$ cat config.mk
export PLATFORM = sky130hd
export DESIGN_NAME = ooo_core
export DESIGN_NICKNAME = d
export VERILOG_FILES = /design/src/hdl/ooo_pkg.sv /design/src/hdl/arith_unit.sv /design/src/hdl/completion_buffer.sv /design/src/hdl/div_unit.sv /design/src/hdl/fetch_decode_stage.sv /design/src/hdl/issue_stage.sv /design/src/hdl/ooo_core.sv /design/src/hdl/ooo_hazard_unit.sv
export VERILOG_INCLUDE_DIRS = /design/src /design/src/hdl
export SDC_FILE = /design/constraint.sdc
export NUM_CORES = 1
export LEC_CHECK = 0
export ABC_AREA = 1
export CORE_ASPECT_RATIO = 1.5
export CORE_UTILIZATION = 55
export CTS_BUF_LIST = sky130_fd_sc_hd__clkbuf_16
export DETAILED_ROUTE_END_ITERATION = 7
export DONT_BUFFER_PORTS = 1
export HOLD_SLACK_MARGIN = 0.15
export PLACE_DENSITY = 0.7
export SETUP_SLACK_MARGIN = 0.5
export SLEW_MARGIN = 30
export SYNTH_ARGS = -nofsm -noshare
export SYNTH_HDL_FRONTEND = slang
export SYNTH_SLANG_ARGS = --single-unit
$ cat constraint.sdc
create_clock -name clk -period 5.2 [get_ports clk]
set_input_delay 1.04 -clock clk [delete_from_list [all_inputs] [get_ports clk]]
set_output_delay 1.04 -clock clk [all_outputs]
set_load 0.05 [all_outputs]
$ cat src/hdl/ooo_defs.svh
`ifndef OOO_DEFS_SVH
`define OOO_DEFS_SVH

// datapath and register width
`define OOO_XLEN 32

// architectural register file
`define OOO_NREGS 8
// index width for eight registers
`define OOO_REG_W 3

// completion buffer entries, power of two so the pointers wrap freely
`define OOO_CB_DEPTH 4
// tag width follows the depth
`define OOO_TAG_W 2

// one quotient bit per divider iteration
`define OOO_DIV_STEPS 32

`endif

$ cat src/hdl/ooo_pkg.sv
`default_nettype none

`include "ooo_defs.svh"

package ooo_pkg;

  typedef logic [`OOO_XLEN-1:0]  word_t;
  typedef logic [`OOO_REG_W-1:0] reg_idx_t;
  typedef logic [`OOO_TAG_W-1:0] tag_t;

  // instruction word layout
  // op[31:28] rd[27:25] rs1[24:22] rs2[21:19] imm[15:0]
  localparam int OP_LSB  = 28;
  localparam int RD_LSB  = 25;
  localparam int RS1_LSB = 22;
  localparam int RS2_LSB = 19;
  localparam int IMM_W   = 16;

  // codes 4'h9 to 4'hf are illegal
  typedef enum logic [3:0] {
    OP_ADD  = 4'h0,
    OP_SUB  = 4'h1,
    OP_AND  = 4'h2,
    OP_OR   = 4'h3,
    OP_XOR  = 4'h4,
    OP_ADDI = 4'h5,
    OP_LUI  = 4'h6,
    OP_DIVU = 4'h7,
    OP_REMU = 4'h8
  } op_e;

  // NONE_S marks an illegal uop, which never reaches a unit
  typedef enum logic [1:0] {
    ARITH_S = 2'd0,
    DIV_S   = 2'd1,
    NONE_S  = 2'd2
  } fu_e;

  typedef enum logic {
    SRC_REG = 1'b0,
    SRC_IMM = 1'b1
  } src_sel_e;

  typedef struct packed {
    op_e      op;
    fu_e      fu;
    reg_idx_t rd;
    reg_idx_t rs1;
    reg_idx_t rs2;
    src_sel_e src_a_sel;
    src_sel_e src_b_sel;
    logic     wen;
    logic     illegal;
    word_t    imm32;
  } uop_t;

  typedef struct packed {
    op_e   op;
    word_t a;
    word_t b;
    tag_t  tag;
  } dispatch_t;

  typedef struct packed {
    tag_t  tag;
    word_t result;
  } complete_t;

  typedef struct packed {
    reg_idx_t rd;
    logic     wen;
    logic     exc;
    word_t    data;
  } commit_t;

endpackage

`default_nettype wire

$ cat src/hdl/arith_unit.sv
`default_nettype none

module arith_unit (
  input  logic               clk,
  input  logic               rst_n,
  input  logic               arith_go,
  input  ooo_pkg::dispatch_t dispatch,
  output logic               arith_done,
  output ooo_pkg::complete_t arith_result
);
  import ooo_pkg::*;

  word_t result;

  // addi shares the add path, b already holds the immediate
  always_comb begin
    case (dispatch.op)
      OP_ADD, OP_ADDI: result = dispatch.a + dispatch.b;
      OP_SUB:          result = dispatch.a - dispatch.b;
      OP_AND:          result = dispatch.a & dispatch.b;
      OP_OR:           result = dispatch.a | dispatch.b;
      OP_XOR:          result = dispatch.a ^ dispatch.b;
      // upper immediate, low half cleared
      OP_LUI:          result = dispatch.b << 16;
      default:         result = '0;
    endcase
  end

  always_ff @(posedge clk or negedge rst_n) begin
    if (!rst_n) begin
      arith_done <= 1'b0;
    end else begin
      arith_done <= arith_go;
    end
  end

  always_ff @(posedge clk) begin
    if (arith_go) begin
      arith_result.tag    <= dispatch.tag;
      arith_result.result <= result;
    end
  end

endmodule

`default_nettype wire

$ cat src/hdl/completion_buffer.sv
`default_nettype none

`include "ooo_defs.svh"

module completion_buffer (
  input  logic               clk,
  input  logic               rst_n,
  input  logic               alloc,
  input  ooo_pkg::reg_idx_t  alloc_rd,
  input  logic               alloc_wen,
  input  logic               alloc_illegal,
  input  logic               arith_done,
  input  ooo_pkg::complete_t arith_result,
  input  logic               div_done,
  input  ooo_pkg::complete_t div_result,
  input  logic               commit_ready,
  output ooo_pkg::tag_t      alloc_tag,
  output logic               cb_full,
  output logic               commit_valid,
  output ooo_pkg::commit_t   commit,
  output logic               retire_valid,
  output ooo_pkg::reg_idx_t  retire_rd,
  output ooo_pkg::word_t     retire_data
);
  import ooo_pkg::*;

  commit_t                  entry [`OOO_CB_DEPTH];
  logic [`OOO_CB_DEPTH-1:0] valid;
  logic [`OOO_CB_DEPTH-1:0] done;
  // oldest entry
  tag_t                     head;
  // next free slot, also the tag handed to issue
  tag_t                     tail;
  logic                     commit_fire;

  assign alloc_tag = tail;
  // tail ran into a live entry
  assign cb_full   = valid[tail];

  // in order, only the head may leave
  assign commit       = entry[head];
  assign commit_valid = valid[head] & done[head];
  assign commit_fire  = commit_valid & commit_ready;

  // exceptions and non-writing ops leave the register file alone
  assign retire_valid = commit_fire & commit.wen & ~commit.exc;
  assign retire_rd    = commit.rd;
  assign retire_data  = commit.data;

  always_ff @(posedge clk or negedge rst_n) begin
    if (!rst_n) begin
      head  <= '0;
      tail  <= '0;
      valid <= '0;
      done  <= '0;
    end else begin
      // two write ports, tags always differ
      if (arith_done) begin
        done[arith_result.tag] <= 1'b1;
      end
      if (div_done) begin
        done[div_result.tag] <= 1'b1;
      end
      if (commit_fire) begin
        valid[head] <= 1'b0;
        done[head]  <= 1'b0;
        head        <= head + 1'b1;
      end
      // illegal ops have nothing to execute and are done at once
      if (alloc) begin
        valid[tail] <= 1'b1;
        done[tail]  <= alloc_illegal;
        tail        <= tail + 1'b1;
      end
    end
  end

  always_ff @(posedge clk) begin
    if (alloc) begin
      entry[tail].rd   <= alloc_rd;
      entry[tail].wen  <= alloc_wen;
      entry[tail].exc  <= alloc_illegal;
      entry[tail].data <= '0;
    end
    if (arith_done) begin
      entry[arith_result.tag].data <= arith_result.result;
    end
    if (div_done) begin
      entry[div_result.tag].data <= div_result.result;
    end
  end

  a_arith_tag_live: assert property (@(posedge clk) disable iff (!rst_n)
    arith_done |-> valid[arith_result.tag] && !done[arith_result.tag])
    else $error("alu completion for a free or finished entry");

  a_div_tag_live: assert property (@(posedge clk) disable iff (!rst_n)
    div_done |-> valid[div_result.tag] && !done[div_result.tag])
    else $error("divider completion for a free or finished entry");

  a_no_alloc_full: assert property (@(posedge clk) disable iff (!rst_n)
    alloc |-> !cb_full)
    else $error("allocation into a full buffer");

endmodule

`default_nettype wire

$ cat src/hdl/div_unit.sv
`default_nettype none

`include "ooo_defs.svh"

module div_unit (
  input  logic               clk,
  input  logic               rst_n,
  input  logic               div_go,
  input  ooo_pkg::dispatch_t dispatch,
  output logic               div_busy,
  output logic               div_done,
  output ooo_pkg::complete_t div_result
);
  import ooo_pkg::*;

  localparam int CNT_W = $clog2(`OOO_DIV_STEPS + 1);

  // steps left, zero when idle
  logic [CNT_W-1:0] count;
  // dividend shifts out of quot as quotient bits shift in
  word_t            quot;
  word_t            rem;
  word_t            divisor;
  logic             want_rem;
  tag_t             tag;
  logic [`OOO_XLEN:0] trial;
  logic             fits;
  word_t            rem_next;
  word_t            quot_next;

  // one restoring step
  // a zero divisor always fits, giving all ones and rem equal to the dividend
  always_comb begin
    trial     = {rem, quot[`OOO_XLEN-1]};
    fits      = (trial >= {1'b0, divisor});
    rem_next  = fits ? word_t'(trial - {1'b0, divisor}) : trial[`OOO_XLEN-1:0];
    quot_next = {quot[`OOO_XLEN-2:0], fits};
  end

  assign div_busy = (count != '0);

  always_ff @(posedge clk or negedge rst_n) begin
    if (!rst_n) begin
      count    <= '0;
      div_done <= 1'b0;
    end else begin
      // last step lands together with done
      div_done <= (count == CNT_W'(1));
      if (div_go) begin
        count <= CNT_W'(`OOO_DIV_STEPS);
      end else if (div_busy) begin
        count <= count - 1'b1;
      end
    end
  end

  always_ff @(posedge clk) begin
    if (div_go) begin
      quot     <= dispatch.a;
      divisor  <= dispatch.b;
      rem      <= '0;
      want_rem <= (dispatch.op == OP_REMU);
      tag      <= dispatch.tag;
    end else if (div_busy) begin
      quot <= quot_next;
      rem  <= rem_next;
    end
    // separate output register frees the core for the next divide
    if (count == CNT_W'(1)) begin
      div_result.tag    <= tag;
      div_result.result <= want_rem ? rem_next : quot_next;
    end
  end

  a_go_when_idle: assert property (@(posedge clk) disable iff (!rst_n)
    div_go |-> !div_busy)
    else $error("divide issued while divider busy");

endmodule

`default_nettype wire

$ cat src/hdl/fetch_decode_stage.sv
`default_nettype none

module fetch_decode_stage (
  input  logic          clk,
  input  logic          rst_n,
  input  logic          instr_valid,
  input  logic [31:0]   instr,
  input  logic          stall_fetch_decode,
  output logic          instr_ready,
  output logic          uop_valid,
  output ooo_pkg::uop_t uop
);
  import ooo_pkg::*;

  uop_t dec;

  // decode straight from the incoming word, registered below
  always_comb begin
    dec           = '0;
    dec.op        = op_e'(instr[OP_LSB +: 4]);
    dec.rd        = instr[RD_LSB +: $bits(reg_idx_t)];
    dec.rs1       = instr[RS1_LSB +: $bits(reg_idx_t)];
    dec.rs2       = instr[RS2_LSB +: $bits(reg_idx_t)];
    // sign extend the 16-bit immediate
    dec.imm32     = {{($bits(word_t) - IMM_W){instr[IMM_W-1]}}, instr[IMM_W-1:0]};
    dec.fu        = ARITH_S;
    dec.src_a_sel = SRC_REG;
    dec.src_b_sel = SRC_REG;
    dec.wen       = 1'b1;
    dec.illegal   = 1'b0;
    case (dec.op)
      OP_ADD, OP_SUB, OP_AND, OP_OR, OP_XOR: begin
        dec.fu = ARITH_S;
      end
      OP_ADDI: begin
        dec.src_b_sel = SRC_IMM;
      end
      // lui reads no register at all
      OP_LUI: begin
        dec.src_a_sel = SRC_IMM;
        dec.src_b_sel = SRC_IMM;
      end
      OP_DIVU, OP_REMU: begin
        dec.fu = DIV_S;
      end
      default: begin
        // no sources and no write, so it never waits on the scoreboard
        dec.fu        = NONE_S;
        dec.src_a_sel = SRC_IMM;
        dec.src_b_sel = SRC_IMM;
        dec.wen       = 1'b0;
        dec.illegal   = 1'b1;
      end
    endcase
  end

  // full and held means no room for the next word
  assign instr_ready = ~(uop_valid & stall_fetch_decode);

  always_ff @(posedge clk or negedge rst_n) begin
    if (!rst_n) begin
      uop_valid <= 1'b0;
    end else if (instr_ready) begin
      uop_valid <= instr_valid;
    end
  end

  always_ff @(posedge clk) begin
    if (instr_ready && instr_valid) begin
      uop <= dec;
    end
  end

  // a held uop must reach issue unchanged
  a_uop_stable: assert property (@(posedge clk) disable iff (!rst_n)
    uop_valid && stall_fetch_decode |=> uop_valid && $stable(uop))
    else $error("uop changed while held");

endmodule

`default_nettype wire

$ cat src/hdl/issue_stage.sv
`default_nettype none

`include "ooo_defs.svh"

module issue_stage (
  input  logic               clk,
  input  logic               rst_n,
  input  logic               uop_valid,
  input  ooo_pkg::uop_t      uop,
  input  logic               stall_issue,
  input  ooo_pkg::tag_t      alloc_tag,
  input  logic               retire_valid,
  input  ooo_pkg::reg_idx_t  retire_rd,
  input  ooo_pkg::word_t     retire_data,
  output logic               rs1_busy,
  output logic               rs2_busy,
  output logic               rd_busy,
  output logic               alloc,
  output logic               arith_go,
  output logic               div_go,
  output ooo_pkg::dispatch_t dispatch
);
  import ooo_pkg::*;

  word_t                 regs [`OOO_NREGS];
  // one bit per register with a write still in flight
  logic [`OOO_NREGS-1:0] busy;
  logic                  issue;

  assign rs1_busy = busy[uop.rs1];
  assign rs2_busy = busy[uop.rs2];
  assign rd_busy  = busy[uop.rd];

  // every issued uop takes a buffer slot, illegal ones too
  assign issue    = uop_valid & ~stall_issue;
  assign alloc    = issue;
  assign arith_go = issue & (uop.fu == ARITH_S);
  assign div_go   = issue & (uop.fu == DIV_S);

  // operands come from committed state only
  always_comb begin
    dispatch.op  = uop.op;
    dispatch.a   = (uop.src_a_sel == SRC_IMM) ? uop.imm32 : regs[uop.rs1];
    dispatch.b   = (uop.src_b_sel == SRC_IMM) ? uop.imm32 : regs[uop.rs2];
    dispatch.tag = alloc_tag;
  end

  // architectural registers start at zero
  always_ff @(posedge clk or negedge rst_n) begin
    if (!rst_n) begin
      for (int i = 0; i < `OOO_NREGS; i++) begin
        regs[i] <= '0;
      end
    end else if (retire_valid) begin
      regs[retire_rd] <= retire_data;
    end
  end

  // set after clear so a new writer wins on the same register
  always_ff @(posedge clk or negedge rst_n) begin
    if (!rst_n) begin
      busy <= '0;
    end else begin
      if (retire_valid) begin
        busy[retire_rd] <= 1'b0;
      end
      if (issue && uop.wen) begin
        busy[uop.rd] <= 1'b1;
      end
    end
  end

  a_no_busy_dispatch: assert property (@(posedge clk) disable iff (!rst_n)
    alloc |-> !(uop.wen && busy[uop.rd]) &&
              !(uop.src_a_sel == SRC_REG && busy[uop.rs1]) &&
              !(uop.src_b_sel == SRC_REG && busy[uop.rs2]))
    else $error("dispatch against a busy register");

  // same register on both sides only when an older write retires as a new one issues
  a_alloc_retire: assert property (@(posedge clk) disable iff (!rst_n)
    alloc && uop.wen && retire_valid && (retire_rd == uop.rd)
      |=> $past(busy[uop.rd]) && busy[$past(uop.rd)])
    else $error("alloc and retire collide on one register");

endmodule

`default_nettype wire

$ cat src/hdl/ooo_core.sv
`default_nettype none

module ooo_core (
  input  logic             clk,
  input  logic             rst_n,
  input  logic             instr_valid,
  input  logic [31:0]      instr,
  output logic             instr_ready,
  output logic             commit_valid,
  output ooo_pkg::commit_t commit,
  input  logic             commit_ready
);
  import ooo_pkg::*;

  logic      uop_valid;
  uop_t      uop;
  logic      stall_issue;
  logic      stall_fetch_decode;
  logic      rs1_busy;
  logic      rs2_busy;
  logic      rd_busy;
  logic      alloc;
  tag_t      alloc_tag;
  logic      arith_go;
  logic      div_go;
  dispatch_t dispatch;
  logic      arith_done;
  complete_t arith_result;
  logic      div_busy;
  logic      div_done;
  complete_t div_result;
  logic      cb_full;
  logic      retire_valid;
  reg_idx_t  retire_rd;
  word_t     retire_data;

  fetch_decode_stage i_fetch_decode (
    .clk, .rst_n, .instr_valid, .instr, .stall_fetch_decode,
    .instr_ready, .uop_valid, .uop
  );

  ooo_hazard_unit i_hazard (
    .rs1_busy, .rs2_busy, .rd_busy,
    .src_a_sel (uop.src_a_sel),
    .src_b_sel (uop.src_b_sel),
    .wen       (uop.wen),
    .fu        (uop.fu),
    .uop_valid, .div_busy, .cb_full,
    .data_hazard (),
    .stall_issue, .stall_fetch_decode
  );

  issue_stage i_issue (
    .clk, .rst_n, .uop_valid, .uop, .stall_issue, .alloc_tag,
    .retire_valid, .retire_rd, .retire_data,
    .rs1_busy, .rs2_busy, .rd_busy, .alloc, .arith_go, .div_go, .dispatch
  );

  arith_unit i_arith (
    .clk, .rst_n, .arith_go, .dispatch, .arith_done, .arith_result
  );

  div_unit i_div (
    .clk, .rst_n, .div_go, .dispatch, .div_busy, .div_done, .div_result
  );

  // rd, wen and illegal ride along with the alloc pulse
  completion_buffer i_cb (
    .clk, .rst_n, .alloc,
    .alloc_rd      (uop.rd),
    .alloc_wen     (uop.wen),
    .alloc_illegal (uop.illegal),
    .arith_done, .arith_result, .div_done, .div_result, .commit_ready,
    .alloc_tag, .cb_full, .commit_valid, .commit,
    .retire_valid, .retire_rd, .retire_data
  );

endmodule

`default_nettype wire

$ cat src/hdl/ooo_hazard_unit.sv
`default_nettype none

module ooo_hazard_unit (
  input  logic              rs1_busy,
  input  logic              rs2_busy,
  input  logic              rd_busy,
  input  ooo_pkg::src_sel_e src_a_sel,
  input  ooo_pkg::src_sel_e src_b_sel,
  input  logic              wen,
  input  ooo_pkg::fu_e      fu,
  input  logic              uop_valid,
  input  logic              div_busy,
  input  logic              cb_full,
  output logic              data_hazard,
  output logic              stall_issue,
  output logic              stall_fetch_decode
);
  import ooo_pkg::*;

  logic rs1_wait;
  logic rs2_wait;
  logic rd_wait;
  logic structural_hazard;

  // an immediate operand never waits on the scoreboard
  always_comb begin
    case (src_a_sel)
      SRC_REG: rs1_wait = rs1_busy;
      default: rs1_wait = 1'b0;
    endcase
  end

  always_comb begin
    case (src_b_sel)
      SRC_REG: rs2_wait = rs2_busy;
      default: rs2_wait = 1'b0;
    endcase
  end

  // waw, the pending write must commit first
  assign rd_wait = rd_busy & wen;

  assign data_hazard = rs1_wait | rs2_wait | rd_wait;

  // only one divide in flight, the alu is always free
  assign structural_hazard = (fu == DIV_S) & div_busy;

  // no uop, nothing to hold
  assign stall_issue = uop_valid & (data_hazard | structural_hazard | cb_full);

  // decode holds its uop exactly when issue cannot take it
  assign stall_fetch_decode = stall_issue;

endmodule

`default_nettype wire

## Word level (Yosys, flattened, before mapping)

Memory sizes are Yosys's and may differ from the RTL's.
Index checks and enable logic that the tools add are counted.

- Order comparisons: 19
- Reductions and logical operators: 20
- Bitwise logic cells: 33
- Mux-type cells: 63
- Equal/unequal tests: 17
- $add $sub $neg: 6

Operator list:

| operator | count |
|---|---|
| $mux 32 | 11 |
| $bwmux 256 | 1 |
| $bmux 32 s3 | 2 |
| $pmux 32 s6 | 1 |
| $demux 32 s3 | 1 |
| $sub 32x32->32 | 2 |
| $ge 33x32->1 | 1 |
| $add 32x32->32 | 1 |
| $and 32x32->32 | 1 |
| $or 32x32->32 | 1 |
| $xor 32x32->32 | 1 |
| $eq 4x3->1 const B | 7 |
| $mux 4 | 6 |
| $mux 1 | 22 |
| $eq 4x2->1 const B | 4 |
| $lt 3x4->1 const B | 4 |
| $mux 8 | 2 |
| $reduce_or 7->1 | 2 |
| $ge 4x4->1 const B | 3 |
| $lt 2x3->1 const B | 4 |
| $mux 6 | 2 |
| $not 3->4 | 3 |
| $or 4x4->4 | 3 |
| $and 1x1->1 | 11 |
| 31 further kinds | 62 |

- Logic and storage cells: 195
- Bits in writable memories: 148
- Memories kept: 1
- Bits in registers: 487

Memory list:

| name | depth | width | rd ports | clocked after memory_dff | wr ports | RTL line | RTL |
|---|---|---|---|---|---|---|---|
| i_cb.entry | 4 | 37 | 1 | 0 | 3 | completion_buffer.sv:27 | `` commit_t entry [`OOO_CB_DEPTH]; `` |

## Longest topological paths before layout

- Word-level depth: 12
- Depth in mapped cells: 31
- Mapped depth without buffers: 28

## By module

From an unflattened synthesis, not the netlist that was laid out.

- Cells, all modules: 5,386
- Area total of the unflattened synthesis: 39,696.8 µm²

Modules (own cells, without submodules):

| module | cells an instance | times used | area an instance (µm²) | sequential area each (µm²) |
|---|---|---|---|---|
| issue_stage | 2,423 | 1 | 16,069.2 | 6,606.3 |
| div_unit | 1,136 | 1 | 8,301.7 | 3,848.7 |
| completion_buffer | 761 | 1 | 7,818.7 | 4,744.6 |
| arith_unit | 978 | 1 | 6,132.1 | 1,046.0 |
| fetch_decode_stage | 74 | 1 | 1,291.2 | 1,076.0 |
| ooo_hazard_unit | 14 | 1 | 83.8 | 0.0 |

## Least setup slack after synthesis

Ideal clock, no wire load.

- Kind: register to register
- Start point: reg i_div.count[1]
- End point: reg i_div.div_result[0] (netlist name)
- Arrival time: 3.922 ns
- Setup time: 0.513 ns
- Path buffers: 0
- Clock period less this slack: 4.435 ns
- Setup slack: 0.765 ns
- Cell stages (with the launch flop): 5
- Cells stage by stage: dfrtp_1 inv_1 ha_1 nand2_1 nor4_1

- Cells in the longest elaborated chain, start to end: 1

RTL lines:

| item | RTL line | RTL |
|---|---|---|
| start, declared | div_unit.sv:19 | `logic [CNT_W-1:0] count;` |
| start signal, assigned | div_unit.sv:50 | `` count <= CNT_W'(`OOO_DIV_STEPS); `` |
| start signal, assigned | div_unit.sv:52 | `count <= count - 1'b1;` |
| $eq 6x1->1 | div_unit.sv:69 | `if (count == CNT_W'(1)) begin` |

Every way passes these cells.
A chain may end at the register's enable or synchronous reset.

==> impl_table.tex <==
\begin{tabular}{lr}
\hline
Metric & Value \\
\hline
\multicolumn{2}{l}{\textbf{Clock network}} \\
Buffers from clock root to sink, at most & 3 \\
Number of buffers added by the clock tree synthesis step & 60 \\
H-tree level count & 2 \\
Number of clock sinks & between 600 and 700 \\
Clock Tree Root & sky130\_fd\_sc\_hd\_\_clkbuf\_16 \\
Clock-pin slew on the worst setup and hold paths & 60 ps \\
Worst-Skew Late Latency & 650 ps \\
CTS tree & done \\
\multicolumn{2}{l}{\textbf{Cells and area}} \\
Final cell area excluding filler cells & 41000 um\^{}2 \\
Layout overhead on the synthesized area & 10.3\% \\
Nets@finish & 4805 \\
Layout cell share with drive strength beyond 1 & 8.92\% \\
Diode insertion count for antenna repair & 0 \\
Number of non-filler instances in the completed layout & 5559 \\
\multicolumn{2}{l}{\textbf{Placed design}} \\
Number of placed cells counting well taps & 5430 \\
Setup Slack @ Placement & 53.6 ps \\
Weighted congestion at the end of routability-driven global placement & 1.00 \\
Count of buffers from port buffering & 0 \\
Placed cell areas & 38500 um\^{}2 \\
Half-perimeter wire length after detailed placement & 80.5 mm \\
\multicolumn{2}{l}{\textbf{Floorplan}} \\
Overall die height & 320 um \\
Top-level port count & 75 \\
Starting utilization of the core area & 55.6\% \\
Die Footprint & 68600 um\^{}2 \\
Core Region & approximately 67000 um\^{}2 \\
Die width & 214 um \\
Number of placement rows & 116 \\
\multicolumn{2}{l}{\textbf{Timing}} \\
Worst Skew & 16.5 ps \\
Hold Violations, Final & 0 \\
Number of setup violations in the final report & 0 \\
Timing-limited maximum frequency & 218 MHz \\
Slew @ Worst Pin & 1040 ps \\
Setup\_tns & 0 ps \\
Setup repair after global routing missed its margin & no \\
Final worst-path setup slack & 614 ps \\
Final period utilization & 88.2\% \\
Final Slew Violations & 0 \\
Final hold slack & 91.6 ps \\
Max-slew headroom at the worst pin & 30.4\% \\
Clock period minus worst slack & 4590 ps \\
\multicolumn{2}{l}{\textbf{Critical path}} \\
Setup slack on the worst flop-to-flop path & 610 ps \\
Startpoint of the lowest-slack register-to-register path & i\_fetch\_decode.uop[36] \\
Data required time at the worst endpoint & 5560 ps \\
Terminus of the critical flop-to-flop path & i\_arith.arith\_result[25] \\
Maximum fanout count along the critical path & 21 \\
Arrival time at the worst endpoint & 4940 ps \\
Length in cells of the worst reg-to-reg path & 24 \\
Startpoint Class & register \\
Endpoint type of the worst setup path & register \\
Critical path class & reg -> reg \\
\multicolumn{2}{l}{\textbf{Synthesis}} \\
Post-Syn Area & 37100 um\^{}2 \\
Synthesized area divided by synthesized cell count & 7.97 um\^{}2 \\
Library cells used by synthesis & 56 \\
Synth Warn \# & 0 \\
Number of nets produced by synthesis & 4842 \\
Portion of synthesized cell area occupied by the leading cell type & around a quarter \\
Primary FF master, synth & sky130\_fd\_sc\_hd\_\_edfxtp\_1 \\
Number of standard cells after synthesis & 4660 \\
Main area contributors after synthesis & sky130\_fd\_sc\_hd\_\_edfxtp\_1, sky130\_fd\_sc\_hd\_\_dfrtp\_1, sky130\_fd\_sc\_hd\_\_nand2\_1 \\
Share of synthesized registers carrying an async set or reset & $\sim$45\% \\
Number of flops mapped to enable cells by yosys & 318 \\
Cell type contributing the most total cell area after synthesis & sky130\_fd\_sc\_hd\_\_edfxtp\_1 \\
Portion of the post-synthesis area used by sequential elements & 46.7\% \\
Seq cells post-synth & 635 \\
\multicolumn{2}{l}{\textbf{Global routing}} \\
Total track usage & 34.2\% \\
Number of global-route vias before repair & 31.2k \\
First-pass GRT wire length & about 180 mm \\
Initial antenna violation count & 1 \\
Remaining global-route overflow & 0 \\
Pin count of the biggest net entering global routing & 286 \\
\multicolumn{2}{l}{\textbf{Detailed routing}} \\
Average wire length per cell after detail routing & about 22 um \\
Routed wire length & about 120 mm \\
Via count of the routed design & approximately 33k \\
Iteration-0 DRC Markers & 3863 \\
Antenna-violating nets left & 0 \\
Avg Vias per Cell & around 5.9 \\
Drt first pass iters & 6 \\
DRC violation count after routing & 0 \\
\multicolumn{2}{l}{\textbf{Flow run}} \\
Max Cap Viol & 0 \\
\multicolumn{2}{l}{\textbf{Outcome}} \\
Outcome & completed \\
\multicolumn{2}{l}{\textbf{Hold path}} \\
Kind of path behind the tightest hold check & in -> async \\
\multicolumn{2}{l}{\textbf{Pwr}} \\
Static Leak & about 0.018 uW \\
Worst IR drop on VDD & 0.366 mV \\
PwrDens & 640 nW/um\^{}2 \\
\hline
\end{tabular}
[Yosys cell counts, drive strengths merged, types with 18 or more instances]
| master | n |
|---|---|
| nor3 | 22 |
| edfxtp | 318 |
| buf | 129 |
| nor2 | 216 |
| a32oi | 34 |
| dfrtp | 285 |
| ha | 144 |
| nand3 | 418 |
| inv | 575 |
| o211ai | 25 |
| clkbuf | 136 |
| nand2 | 1093 |
| o22ai | 76 |
| o21ai | 669 |
| xor2 | 45 |
| dfxtp | 32 |
| a31oi | 29 |
| a221oi | 18 |
| a21oi | 287 |
[stage by stage]
| step | utilization (%) | power [uW] |
|---|---|---|
| 6_report | 61.4 | 26200 |
| 5_1_grt | 61.4 | 27900 |
| 4_1_cts | 60.8 | 25800 |
| 3_5_place_dp | 57.7 | 21200 |
| 3_3_place_gp | 57.4 | 20800 |
| 2_1_floorplan | - | 16900 |
[routing by layer]
layer  wire length (um)  part of all wire, %  global-route usage [%]  vias to the layer above
li1                   -                    -                       -                    15602
met4               7520                  6.3                    19.9                        2
met3               9660                  8.1                    4.32                      343
met1              45500                   38                    42.5                    15578
met5                  8               0.0067                       0                        -
met2              57000                   48                    57.3                     1500
[cell type report]
type | count | area [um^2]
Fill cell | 5930 | 25800
Clock buffer | 61 | 1530
Timing Repair inverter | 2 | 25.0
Tap cell | 885 | 1110
Clock inverter | 52 | 414
Multi-Input combinational cell | 3183 | 16900
Inverter | 577 | 2200
Timing Repair Buffer | 164 | 1470
Sequential cell | 635 | 17300
[report_power, final]
| part | switching, uW | internal, uW |
|---|---|---|
| clock | 2010 | 2430 |
| combinational | 9570 | 4190 |
| sequential | 847 | 7190 |
[what timing repair did]
item / in CTS / in global routing
gates cloned: 2 / 4
resized for setup: 19 / 75
pin swaps: 2 / 17
endpoints found under the setup margin: 7 / 15
buffers inserted: 3 / 7
endpoints found under the hold margin: 285 / 210
[worst max-delay path, cell delays in order, from the launching register on]
cell	delay, ps
sky130_fd_sc_hd__edfxtp_1	450
sky130_fd_sc_hd__buf_6	190
sky130_fd_sc_hd__buf_16	190
sky130_fd_sc_hd__buf_6	180
sky130_fd_sc_hd__nand2_1	60
sky130_fd_sc_hd__nand3_1	80
sky130_fd_sc_hd__nand3_1	80
sky130_fd_sc_hd__nand3_1	200
sky130_fd_sc_hd__nand2_1	180
sky130_fd_sc_hd__nor2_4	180
sky130_fd_sc_hd__nand2_2	130
sky130_fd_sc_hd__nor2_4	140
sky130_fd_sc_hd__nand3b_1	180
sky130_fd_sc_hd__xor2_1	190
sky130_fd_sc_hd__nand2_1	60
sky130_fd_sc_hd__o21ai_0	80
sky130_fd_sc_hd__ha_1	360
sky130_fd_sc_hd__a21oi_2	230
sky130_fd_sc_hd__o21ai_1	130
sky130_fd_sc_hd__a21oi_1	210
sky130_fd_sc_hd__o211ai_1	110
sky130_fd_sc_hd__buf_4	170
sky130_fd_sc_hd__or2_2	270
sky130_fd_sc_hd__nand3_1	80
sky130_fd_sc_hd__o211ai_1	130
[flip-flops by register name, indices dropped and copies added (netlist names), 2 cells and up]
name,flops
i_issue.regs,256
i_cb.entry,148
i_fetch_decode.uop,35
i_arith.arith_result,34
i_div.div_result,34
i_div.divisor,32
i_div.quot,32
i_div.rem,32
i_issue.busy,8
i_div.count,6
i_cb.done,4
i_cb.valid,4
i_cb.alloc_tag,2
i_cb.head,2
i_div.tag,2
[how the worst max path moves through the flow]
| stage | end | start | slack, ps |
|---|---|---|---|
| 2_1_floorplan | i_div.div_result[0] | i_div.count[1] | 770 |
| 3_3_place_gp | i_arith.arith_result[25] | i_fetch_decode.uop[36] | 50 |
| 3_5_place_dp | i_arith.arith_result[29] | i_fetch_decode.uop[36] | 50 |
| 4_1_cts | i_arith.arith_result[23] | i_fetch_decode.uop[37] | 480 |
| 5_1_grt | i_arith.arith_result[26] | i_fetch_decode.uop[36] | 460 |
| 6_report | i_arith.arith_result[25] | i_fetch_decode.uop[36] | 610 |
[cells in the final DEF (no fill, tap or decap), types with 15 or more instances in the layout]
master	count
sky130_fd_sc_hd__nand2_1	1064
sky130_fd_sc_hd__o21ai_0	615
sky130_fd_sc_hd__inv_1	565
sky130_fd_sc_hd__nand3_1	411
sky130_fd_sc_hd__edfxtp_1	318
sky130_fd_sc_hd__dfrtp_1	284
sky130_fd_sc_hd__a21oi_1	273
sky130_fd_sc_hd__nor2_1	190
sky130_fd_sc_hd__ha_1	143
sky130_fd_sc_hd__buf_4	132
sky130_fd_sc_hd__o22ai_1	74
sky130_fd_sc_hd__clkbuf_16	63
sky130_fd_sc_hd__o21ai_1	50
sky130_fd_sc_hd__xor2_1	44
sky130_fd_sc_hd__dfxtp_1	32
sky130_fd_sc_hd__a31oi_1	29
sky130_fd_sc_hd__a32oi_2	27
sky130_fd_sc_hd__nand2_2	23
sky130_fd_sc_hd__clkinv_2	19
sky130_fd_sc_hd__o211ai_1	19
sky130_fd_sc_hd__a221oi_1	18
sky130_fd_sc_hd__xnor2_1	17
sky130_fd_sc_hd__clkinv_1	16
sky130_fd_sc_hd__nor2_2	16
sky130_fd_sc_hd__buf_6	16
sky130_fd_sc_hd__nor3_1	15
[cell families (layout without fill, tap and decap cells)]
logic type	after synthesis	in the layout	synth area share, %
and+or+nand+nor	1790	1790	20.1
buffers and inverters	842	856	9.30
xor gates and xnor gates	62	62	1.46
AOI/OAI and AO/OA	1185	1185	17.5
DFF	635	635	46.7
adders and majority gates	146	146	4.96
Note: power is estimated with default switching activity, not from simulation.
